<file path="src/design/commit_pkg.sv">
package commit_pkg;

    // Datapath and register file geometry
    localparam int XLEN           = 32;
    localparam int REG_ADDR_W     = 5;
    localparam int NUM_LANES      = 2;
    localparam int NUM_READ_PORTS = 4;

    // Exception cause fields
    localparam int ECODE_W    = 6;
    localparam int ESUBCODE_W = 9;
    localparam int EXCP_PAD_W = XLEN - ECODE_W - ESUBCODE_W;

    // What a retiring instruction does to the control flow
    typedef enum logic [1:0] {
        KIND_NORMAL = 2'd0,
        KIND_BRANCH = 2'd1,
        KIND_EXCP   = 2'd2,
        KIND_ERTN   = 2'd3
    } lane_kind_e;

    // Cause layout inside the auxiliary word, ecode in the low bits
    typedef struct packed {
        logic [EXCP_PAD_W-1:0] pad;
        logic [ESUBCODE_W-1:0] esubcode;
        logic [ECODE_W-1:0]    ecode;
    } excp_cause_t;

    // Auxiliary word, read as a target for branches and a cause for exceptions
    typedef union packed {
        logic [XLEN-1:0] branch_target;
        excp_cause_t     excp;
    } lane_aux_u;

    // One writeback lane entering commit
    typedef struct packed {
        logic                  valid;
        logic [XLEN-1:0]       pc;
        lane_kind_e            kind;
        logic                  we;
        logic [REG_ADDR_W-1:0] waddr;
        logic [XLEN-1:0]       wdata;
        lane_aux_u             aux;
    } wb_lane_t;

    typedef struct packed {
        logic                  we;
        logic [REG_ADDR_W-1:0] waddr;
        logic [XLEN-1:0]       wdata;
    } reg_write_t;

    typedef struct packed {
        logic                  valid;
        logic [XLEN-1:0]       pc;
        logic [ECODE_W-1:0]    ecode;
        logic [ESUBCODE_W-1:0] esubcode;
    } excp_event_t;

    // Oldest redirecting lane; target only meaningful for a branch
    typedef struct packed {
        logic            valid;
        lane_kind_e      kind;
        logic [XLEN-1:0] target;
    } redirect_t;

    typedef struct packed {
        logic                  valid;
        logic [XLEN-1:0]       pc;
        logic [3:0]            rf_wen;
        logic [REG_ADDR_W-1:0] rf_wnum;
        logic [XLEN-1:0]       rf_wdata;
    } trace_t;

endpackage

</file>
<file path="src/design/regfile.sv">
`timescale 1ns/100ps

module regfile (
    input  logic                                                 clk,
    input  logic                                                 arst_n_i,
    input  commit_pkg::reg_write_t [commit_pkg::NUM_LANES-1:0]   wr_i,
    input  logic [commit_pkg::NUM_READ_PORTS-1:0]
                 [commit_pkg::REG_ADDR_W-1:0]                    raddr_i,
    output logic [commit_pkg::NUM_READ_PORTS-1:0]
                 [commit_pkg::XLEN-1:0]                          rdata_o
);

    localparam int NUM_REGS = 2 ** commit_pkg::REG_ADDR_W;

    // r0 has no storage
    logic [commit_pkg::XLEN-1:0] regs [1:NUM_REGS-1];

    // Lanes applied in age order so the younger lane wins a shared address
    always_ff @(posedge clk or negedge arst_n_i) begin
        if (!arst_n_i) begin
            for (int r = 1; r < NUM_REGS; r++) begin
                regs[r] <= '0;
            end
        end else begin
            for (int l = 0; l < commit_pkg::NUM_LANES; l++) begin
                if (wr_i[l].we && (wr_i[l].waddr != '0)) begin
                    regs[wr_i[l].waddr] <= wr_i[l].wdata;
                end
            end
        end
    end

    // Asynchronous read ports
    always_comb begin
        for (int p = 0; p < commit_pkg::NUM_READ_PORTS; p++) begin
            if (raddr_i[p] == '0) begin
                rdata_o[p] = '0;
            end else begin
                rdata_o[p] = regs[raddr_i[p]];
            end
        end
    end

endmodule

</file>
<file path="src/design/excp_csr.sv">
`timescale 1ns/100ps

module excp_csr (
    input  logic                                clk,
    input  logic                                arst_n_i,
    input  commit_pkg::excp_event_t             excp_i,
    output logic [commit_pkg::XLEN-1:0]         era_o,
    output logic [commit_pkg::ECODE_W-1:0]      ecode_o
);

    logic [commit_pkg::XLEN-1:0]    era_q;
    logic [commit_pkg::ECODE_W-1:0] ecode_q;

    // Return address of the faulting instruction
    always_ff @(posedge clk or negedge arst_n_i) begin
        if (!arst_n_i) begin
            era_q <= '0;
        end else if (excp_i.valid) begin
            era_q <= excp_i.pc;
        end
    end

    // Last cause, kept until the next exception
    always_ff @(posedge clk or negedge arst_n_i) begin
        if (!arst_n_i) begin
            ecode_q <= '0;
        end else if (excp_i.valid) begin
            ecode_q <= excp_i.ecode;
        end
    end

    assign era_o   = era_q;
    assign ecode_o = ecode_q;

endmodule

</file>
<file path="src/design/commit_ctrl.sv">
`timescale 1ns/100ps

module commit_ctrl (
    input  logic                                              clk,
    input  logic                                              arst_n_i,
    input  commit_pkg::wb_lane_t   [commit_pkg::NUM_LANES-1:0] lanes_i,
    output commit_pkg::reg_write_t [commit_pkg::NUM_LANES-1:0] wr_o,
    output commit_pkg::excp_event_t                            excp_o,
    output commit_pkg::redirect_t                              redirect_o,
    output commit_pkg::trace_t     [commit_pkg::NUM_LANES-1:0] trace_o
);

    localparam int SEL_W = (commit_pkg::NUM_LANES > 1) ? $clog2(commit_pkg::NUM_LANES) : 1;

    logic [commit_pkg::NUM_LANES-1:0] live;
    logic [commit_pkg::NUM_LANES-1:0] redir;
    logic [SEL_W-1:0]                 sel_idx;
    commit_pkg::wb_lane_t             sel_lane;
    commit_pkg::trace_t [commit_pkg::NUM_LANES-1:0] trace_d;

    // A redirecting lane kills every younger lane behind it
    always_comb begin : squash
        logic blocked;
        blocked = 1'b0;
        for (int l = 0; l < commit_pkg::NUM_LANES; l++) begin
            redir[l] = lanes_i[l].kind != commit_pkg::KIND_NORMAL;
            live[l]  = lanes_i[l].valid && !blocked;
            blocked  = blocked | (live[l] & redir[l]);
        end
    end

    // Only normal and branch lanes touch the register file
    always_comb begin
        for (int l = 0; l < commit_pkg::NUM_LANES; l++) begin
            wr_o[l].we    = live[l]
                          && ((lanes_i[l].kind == commit_pkg::KIND_NORMAL)
                              || (lanes_i[l].kind == commit_pkg::KIND_BRANCH))
                          && lanes_i[l].we
                          && (lanes_i[l].waddr != '0);
            wr_o[l].waddr = lanes_i[l].waddr;
            wr_o[l].wdata = lanes_i[l].wdata;
        end
    end

    // Oldest live redirecting lane, scanned youngest first
    always_comb begin
        sel_idx = '0;
        for (int l = commit_pkg::NUM_LANES - 1; l >= 0; l--) begin
            if (live[l] && redir[l]) begin
                sel_idx = SEL_W'(l);
            end
        end
    end

    assign sel_lane = lanes_i[sel_idx];

    assign redirect_o.valid  = |(live & redir);
    assign redirect_o.kind   = sel_lane.kind;
    // aux is a target only on a branch lane
    assign redirect_o.target = (sel_lane.kind == commit_pkg::KIND_BRANCH)
                             ? sel_lane.aux.branch_target : '0;

    // On an exception lane the same word carries the cause
    assign excp_o.valid    = redirect_o.valid && (sel_lane.kind == commit_pkg::KIND_EXCP);
    assign excp_o.pc       = sel_lane.pc;
    assign excp_o.ecode    = sel_lane.aux.excp.ecode;
    assign excp_o.esubcode = sel_lane.aux.excp.esubcode;

    // Debug trace, exceptions do not retire
    always_comb begin
        for (int l = 0; l < commit_pkg::NUM_LANES; l++) begin
            trace_d[l].valid    = live[l] && (lanes_i[l].kind != commit_pkg::KIND_EXCP);
            trace_d[l].pc       = lanes_i[l].pc;
            trace_d[l].rf_wen   = {3'b000, wr_o[l].we};
            trace_d[l].rf_wnum  = lanes_i[l].waddr;
            trace_d[l].rf_wdata = lanes_i[l].wdata;
        end
    end

    // One cycle behind commit
    always_ff @(posedge clk or negedge arst_n_i) begin
        if (!arst_n_i) begin
            trace_o <= '0;
        end else begin
            trace_o <= trace_d;
        end
    end

endmodule

</file>
<file path="src/design/redirect_gen.sv">
`timescale 1ns/100ps

module redirect_gen #(
    parameter logic [commit_pkg::XLEN-1:0] EENTRY = 32'h1c008000
) (
    input  logic                          clk,
    input  logic                          arst_n_i,
    input  commit_pkg::redirect_t         redirect_i,
    input  logic [commit_pkg::XLEN-1:0]   era_i,
    output logic                          flush_o,
    output logic [commit_pkg::XLEN-1:0]   next_pc_o
);

    logic [commit_pkg::XLEN-1:0] target_d;

    // Exception entry, then return address, then branch target
    always_comb begin
        case (redirect_i.kind)
            commit_pkg::KIND_EXCP: target_d = EENTRY;
            // era before this edge's update
            commit_pkg::KIND_ERTN: target_d = era_i;
            default:               target_d = redirect_i.target;
        endcase
        if (!redirect_i.valid) begin
            target_d = '0;
        end
    end

    // Single-cycle flush pulse with its PC
    always_ff @(posedge clk or negedge arst_n_i) begin
        if (!arst_n_i) begin
            flush_o   <= 1'b0;
            next_pc_o <= '0;
        end else begin
            flush_o   <= redirect_i.valid;
            next_pc_o <= target_d;
        end
    end

endmodule

</file>
<file path="src/design/commit_top.sv">
`timescale 1ns/100ps

module commit_top #(
    parameter logic [commit_pkg::XLEN-1:0] EENTRY = 32'h1c008000
) (
    input  logic                                                clk,
    input  logic                                                arst_n_i,
    input  commit_pkg::wb_lane_t [commit_pkg::NUM_LANES-1:0]    lanes_i,
    input  logic [commit_pkg::NUM_READ_PORTS-1:0]
                 [commit_pkg::REG_ADDR_W-1:0]                   raddr_i,
    output logic [commit_pkg::NUM_READ_PORTS-1:0]
                 [commit_pkg::XLEN-1:0]                         rdata_o,
    output logic                                                flush_o,
    output logic [commit_pkg::XLEN-1:0]                         next_pc_o,
    output logic [commit_pkg::XLEN-1:0]                         era_o,
    output logic [commit_pkg::ECODE_W-1:0]                      ecode_o,
    output commit_pkg::trace_t [commit_pkg::NUM_LANES-1:0]      trace_o
);

    // Commit controller fan-out
    commit_pkg::reg_write_t [commit_pkg::NUM_LANES-1:0] reg_wr;
    commit_pkg::excp_event_t                            excp_evt;
    commit_pkg::redirect_t                              redirect;

    commit_ctrl u_commit_ctrl (
        .clk        (clk),
        .arst_n_i   (arst_n_i),
        .lanes_i    (lanes_i),
        .wr_o       (reg_wr),
        .excp_o     (excp_evt),
        .redirect_o (redirect),
        .trace_o    (trace_o)
    );

    regfile u_regfile (
        .clk      (clk),
        .arst_n_i (arst_n_i),
        .wr_i     (reg_wr),
        .raddr_i  (raddr_i),
        .rdata_o  (rdata_o)
    );

    // era also feeds the return path of the redirect logic
    excp_csr u_excp_csr (
        .clk      (clk),
        .arst_n_i (arst_n_i),
        .excp_i   (excp_evt),
        .era_o    (era_o),
        .ecode_o  (ecode_o)
    );

    redirect_gen #(
        .EENTRY (EENTRY)
    ) u_redirect_gen (
        .clk        (clk),
        .arst_n_i   (arst_n_i),
        .redirect_i (redirect),
        .era_i      (era_o),
        .flush_o    (flush_o),
        .next_pc_o  (next_pc_o)
    );

endmodule

</file>
<file path="config.mk">
export PLATFORM = sky130hd
export DESIGN_NAME = commit_top
export DESIGN_NICKNAME = d
export VERILOG_FILES = /design/src/design/commit_pkg.sv /design/src/design/regfile.sv /design/src/design/excp_csr.sv /design/src/design/commit_ctrl.sv /design/src/design/redirect_gen.sv /design/src/design/commit_top.sv
export SDC_FILE = /design/constraint.sdc
export NUM_CORES = 2
export LEC_CHECK = 0
export BUFFER_PORTS_ARGS = -buffer_cell sky130_fd_sc_hd__clkbuf_2
export CORE_MARGIN = 2
export CORE_UTILIZATION = 30
export DETAILED_ROUTE_END_ITERATION = 16
export PLACE_DENSITY = 0.42
export SLEW_MARGIN = 20
export SYNTH_ARGS = -nofsm -noshare
export SYNTH_HDL_FRONTEND = slang
export SYNTH_SLANG_ARGS = --single-unit
</file>
<file path="constraint.sdc">
create_clock -name clk -period 2.6 [get_ports clk]
set_input_delay 0.26 -clock clk [delete_from_list [all_inputs] [get_ports clk]]
set_output_delay 0.26 -clock clk [all_outputs]
set_load 0.005 [all_outputs]
</file>
After elaboration in Yosys (flattened, before gate mapping)
Cells that the tools add are included.
Storage, ports and cells
  memories: 0
  flip-flop bits (word level): 1205
  bits in latches: 0
  logic and storage cells: 130
  bits in read-only memories: 0
  bits in writable memories: 0
Cells by class
  multiply operators: 0
  shifts and indexed selects: 0
  divide/modulo/power cells: 0
  order comparisons: 9
  equality and inequality tests: 7
  add/sub/neg operators: 0
  bitwise logic cells: 8
  mux-type cells: 31
  reduce and logical (&&, ||, !) cells: 30
Operator list (count)
  992-bit bitwise mux: 2
  992-bit two-way mux: 2
  32-bit binary-select mux with 5-bit select: 4
  32-bit two-way mux: 16
  32-bit demux with 5-bit select: 2
  104-bit two-way mux: 2
  32-bit case mux with 2 select lines: 1
  6-bit greater-or-equal comparator, second input constant: 6
  5-bit NOT with 6-bit output: 6
  5-bit zero test: 4
  1-bit logical AND: 16
  6-bit by 1-bit < comparator with 1-bit output, second input constant: 2
  5-bit nonzero test: 2
  2-bit by 1-bit equality test with 1-bit output, second input constant: 3
  2-bit equality test, second input constant: 2
  2-bit zero test: 2
  2-bit != test, second input constant: 2
  2-bit nonzero test: 2
  2-bit AND: 1
  1-bit logical OR: 2
  1-bit by 2-bit < comparator with 1-bit output, second input constant: 1
  1-bit two-way mux: 2
  2-bit OR reduction: 1
  1-bit AND: 1
  1-bit zero test: 1

Depth between registers and ports, before layout
  depth in word-level cells: 13
  mapped depth: 9
  depth with buffers taken out: 4

Cells and area by module
From an unflattened synthesis, not the netlist that was laid out.
Second synthesis, totals
  cells, all modules: 8131
  area total of the unflattened synthesis: 86221.4 um^2
By module, submodules not included
  regfile: area each 78012.3 um^2, times used 1, cells each 7463, sequential area each 24823.8 um^2
  commit_ctrl: area each 5347.6 um^2, times used 1, cells each 445, sequential area each 3553.4 um^2
  excp_csr: area each 1492.7 um^2, times used 1, cells each 80, sequential area each 950.9 um^2
  redirect_gen: area each 1368.8 um^2, times used 1, cells each 143, sequential area each 825.8 um^2

Least setup slack after synthesis
OpenSTA, ideal clock, no wires.
  path kind: input to output
  from: input raddr_i[15] (netlist bit)
  to: output rdata_o[103] (netlist bit)
  stages: 6
  buffers on the path: 2
  required time: 2.340 ns
  path slack: 0.529 ns
  data arrival time: 1.811 ns
  cell sequence: buf_2 buf_1 mux4_2 a22oi_1 o31a_1 nor3_1
RTL lines
  start, declared: RTL line commit_top.sv:10  | [commit_pkg::REG_ADDR_W-1:0] raddr_i,
  end, declared: RTL line commit_top.sv:12  | [commit_pkg::XLEN-1:0] rdata_o,

==> results.txt <==
- For met2 alone, demand over resource in global routing was 47.5%.
* Synth area leaders: sky130_fd_sc_hd__dfrtp_1 (35%), sky130_fd_sc_hd__mux2i_1 (24%), sky130_fd_sc_hd__mux4_2 (6.8%)
- The die covers 290,000 sq um.
* Final layout net count: 9,399
- For this run, global-route usage on met3 was measured as 6.45%.
- Initial antenna violation count: 26
- The post-route netlist has 28.9% of its cells at a drive strength greater than 1.
- Total GRT Usage: 30.5%
- Violated checks: negative setup slack
* Detail Placement HPWL: 308 mm
- The critical path is of the flop to output port type.
- Remaining global-route overflow: 0
- Final period demand of the worst path: 2970 ps
* Post-route clock skew: 11.2 ps
- The global routing stage identified its most utilized layer as met2.
* Count of warnings emitted by yosys: 0
* Capturing element type of the critical path: output port
- DR iter-0 viols: 9,739
* DRT Pass-1 Iters: 8
* Maximum number of pins on one net before global-route repair: 81
- Final Total Pwr: 65.6 mW
* Worst hold path startpoint: lanes_i[154]
- The later pin in the worst-skew pair is clocked with a latency of 850 ps.
* Arr. time, crit path: 2710 ps
- Summing the sequential cell areas from Yosys gives 35.1% of the chip area.
- Summing all non-filler instances in the final layout gives an area of 108,000 sq um.
- Cell taking the most area after synthesis: sky130_fd_sc_hd__dfrtp_1
* Total DRC errors in the routed layout: 0
- Top Ports: 579
* F_max: 0.336 GHz
- Met1 capacity usage during global routing: 40.7%
- Number of buffers created by CTS: 163
- Cell area after placement: 98,000 sq um
* Wire length of the first global-routing pass: 635 mm
- Smallest setup slack after layout: -372 ps
* Post-Synthesis Mean Instance Area: 9.98 sq um
- Setup repair after global routing could not meet its margin everywhere.
* Number of global-route vias before repair: 77,800
- Clock Sink Count: 1,205
* CTS tree: yes
* Standard-cell rows: 196
* Number of vias after detailed routing: 78,900
* Count of max-cap constraint violations: 0
* Number of distinct library cells after synthesis: 47
* Initial Utilization: 30.1%
* Most used flip-flop cell after synthesis: sky130_fd_sc_hd__dfrtp_1
- Dividing total power by cell area gives a power density of 607 nW/um^2.
- Clock-pin transition on the worst setup and hold timing paths: 60 ps
- The area growth from synthesis to layout is 25.8%.
- Post-route ant nets: 0
- LEAKAGE: 44.9 nW
* Instance count along the most critical hold path: 1
- VDD IR-drop max: 0.588 mV
* Count of flip-flops with a built-in enable after synthesis: 0
- In the routed layout, each cell is associated on average with a via count of 6.04.
- Dividing the detail-routed wire length by the instance count gives 35.1 um.
- In this run the number of H-tree levels came out at 4.
* Core area: 285,000 sq um
* Port Buffer Count: 572
* Root buffer cell: sky130_fd_sc_hd__clkbuf_16
- The max-slew violation count is 0.
- Crit path required time: 2340 ps
- At the pin with the least slew margin, the transition time is 1160 ps.
* Min Hold Slack: 12.3 ps
* Proportion of netlist area held by the largest area contributor: 35.1%
- Fill cells in the final layout number 27,800.
- The mapped netlist covers 85,800 sq um.
- The worst register-to-register path has a setup slack of 1240 ps.
- In this run the horizontal extent of the chip is 539 um.
* End point of the most critical hold path: u_commit_ctrl.trace_o[91]
- The number of cells on the worst reg-to-reg path is 3.
- Die extent in y: 539 um
- The endpoint identified for the worst register-to-register timing path is u_redirect_gen.next_pc_o[15].
- In the finished design, the share of the clock period the worst path needs comes to 114%.
* Total length of routed wires: 459 mm
* Final hold viol count: 0
- Setup violations remaining at the end of the flow were counted as 128.
- Slew headroom: 22.9%
- The run finished, with violations left.
- Syn Inst Count: 8,599
- In this run the worst path has a maximum fanout of 5.
- The clock passes through at most 4 buffers.
* Hold Crit Class: input pin to flop
- After synthesis the netlist holds a flip-flop and latch count of 1,205.
* Final weighted congestion in routability-driven placement: 0.948
- The worst register-to-register path begins at u_excp_csr.era_o[15].
- Startpoint type of the worst setup path: flop
* Async set-or-reset flop fraction in the synthesized netlist: 100%
[state kept, by name (all words and copies together) (netlist names)]
name / count
u_regfile.regs: 992
u_commit_ctrl.trace_o: 142
u_excp_csr.era_o: 32
u_redirect_gen.next_pc_o: 32
u_excp_csr.ecode_o: 6
u_redirect_gen.flush_o: 1
[synthesized netlist by cell type (2+ instances only)]
library cell,count
sky130_fd_sc_hd__or2_2,10
sky130_fd_sc_hd__buf_2,225
sky130_fd_sc_hd__dfrtp_1,1205
sky130_fd_sc_hd__nor4_1,12
sky130_fd_sc_hd__nor3_2,15
sky130_fd_sc_hd__or3_1,42
sky130_fd_sc_hd__buf_4,56
sky130_fd_sc_hd__o21ai_0,595
sky130_fd_sc_hd__nand2b_1,17
sky130_fd_sc_hd__nor4bb_1,4
sky130_fd_sc_hd__o31a_1,81
sky130_fd_sc_hd__a211oi_1,48
sky130_fd_sc_hd__buf_6,50
sky130_fd_sc_hd__nor4_2,6
sky130_fd_sc_hd__a221o_1,12
sky130_fd_sc_hd__mux2_2,418
sky130_fd_sc_hd__nand2_1,812
sky130_fd_sc_hd__o21ai_1,206
sky130_fd_sc_hd__and2_1,2
sky130_fd_sc_hd__mux2i_1,2081
sky130_fd_sc_hd__nor3_1,342
sky130_fd_sc_hd__nor2b_1,26
sky130_fd_sc_hd__o22ai_1,629
sky130_fd_sc_hd__nand3b_1,13
sky130_fd_sc_hd__nand3_1,4
sky130_fd_sc_hd__buf_1,42
sky130_fd_sc_hd__and2_0,3
sky130_fd_sc_hd__nor3_4,9
sky130_fd_sc_hd__or4_1,7
sky130_fd_sc_hd__clkbuf_1,618
sky130_fd_sc_hd__mux4_2,259
sky130_fd_sc_hd__or3b_2,6
sky130_fd_sc_hd__or3b_1,5
sky130_fd_sc_hd__inv_1,8
sky130_fd_sc_hd__a221oi_1,113
sky130_fd_sc_hd__a21oi_1,238
sky130_fd_sc_hd__a22oi_1,128
sky130_fd_sc_hd__nor2_1,226
sky130_fd_sc_hd__nor4_4,18
[power by group]
group / internal [mW] / switching (mW) / total, mW
sequential: 21.2 / 3.38 / 24.6
combinational: 7.60 / 8.82 / 16.4
clock: 14.8 / 9.74 / 24.5
total: 43.6 / 21.9 / 65.6
[routing by layer]
metal | part of all wire [%] | vias to the layer above | routed length (um)
met3 | 8.8 | 1001 | 40400
met5 | 0.010 | - | 48
met4 | 4.7 | 8 | 21700
met2 | 45 | 4314 | 205000
met1 | 42 | 40200 | 191000
li1 | - | 33400 | -
[cells in the final DEF, fill, tap and decap left out, types with 259 or more instances in the layout]
master                     netlist  layout
sky130_fd_sc_hd__clkbuf_2        0     525
sky130_fd_sc_hd__o22ai_1       629     617
sky130_fd_sc_hd__mux4_2        259     259
sky130_fd_sc_hd__o21ai_0       595     592
sky130_fd_sc_hd__dfrtp_1      1205    1160
sky130_fd_sc_hd__mux2_2        418     380
sky130_fd_sc_hd__nand2_1       812     803
sky130_fd_sc_hd__mux2i_1      2081    2080
sky130_fd_sc_hd__buf_12          0     273
sky130_fd_sc_hd__buf_4          56     368
[area by class of cell]
cell class	count	area, sq um	share of cell area (%)
multi-input cells	6400	54100	50.1
inverters	8	30.0	0.0278
well taps	3762	4710	4.36
clock inverters	58	983	0.911
flip-flops and latches	1205	30200	28.0
diodes	14	35.0	0.0324
repair buffers	1389	13200	12.2
clock buffers	227	4650	4.31
[critical path, cell delays in order (launching register included)]
cell	delay [ps]
sky130_fd_sc_hd__dfrtp_1	420
sky130_fd_sc_hd__mux2_2	280
sky130_fd_sc_hd__a221oi_1	400
sky130_fd_sc_hd__o31a_1	430
sky130_fd_sc_hd__nor3_4	160
sky130_fd_sc_hd__clkbuf_2	150
[cells by family after synthesis]
kind of cell    count (synthesis)  share of synthesized area (%)
compound gates               2056                           14.4
mux                          2758                           36.5
flops                        1205                           35.1
other cells                     1                        0.00437
buf+inv                       999                           5.38
simple gates                 1580                           8.59
[through the flow]
stage | setup TNS (ps) | cells | utilization, % | setup WS (ps)
floorplan | 0 | 8604 | - | 529
global placement | -3750 | 12600 | 34.4 | -797
detailed placement | -3950 | 12600 | 34.4 | -729
CTS | -27200 | 13000 | 37.7 | -364
global route | -26970 | 13100 | 37.9 | -372
finish | -21940 | 13100 | 37.9 | -372
[repair_timing]
action	CTS	global route
cloned	0	2
setup buffers	37	7
hold buffers	161	0
pin swaps	227	58
resized for setup	479	128
setup endpoints to repair	128	130
endpoints found under the hold margin	1017	0
[worst max path at each step]
stage | from | endpoint | slack [ps] | cells after the start
2_1_floorplan | raddr_i[15] | rdata_o[103] | 530 | 6
3_3_place_gp | raddr_i[10] | rdata_o[95] | -800 | 9
3_5_place_dp | raddr_i[10] | rdata_o[95] | -730 | 9
4_1_cts | u_regfile.regs[552] | rdata_o[40] | -360 | 6
5_1_grt | u_regfile.regs[831] | rdata_o[31] | -370 | 5
6_report | u_regfile.regs[967] | rdata_o[71] | -370 | 5
Note: power is estimated with default switching activity, not from simulation.
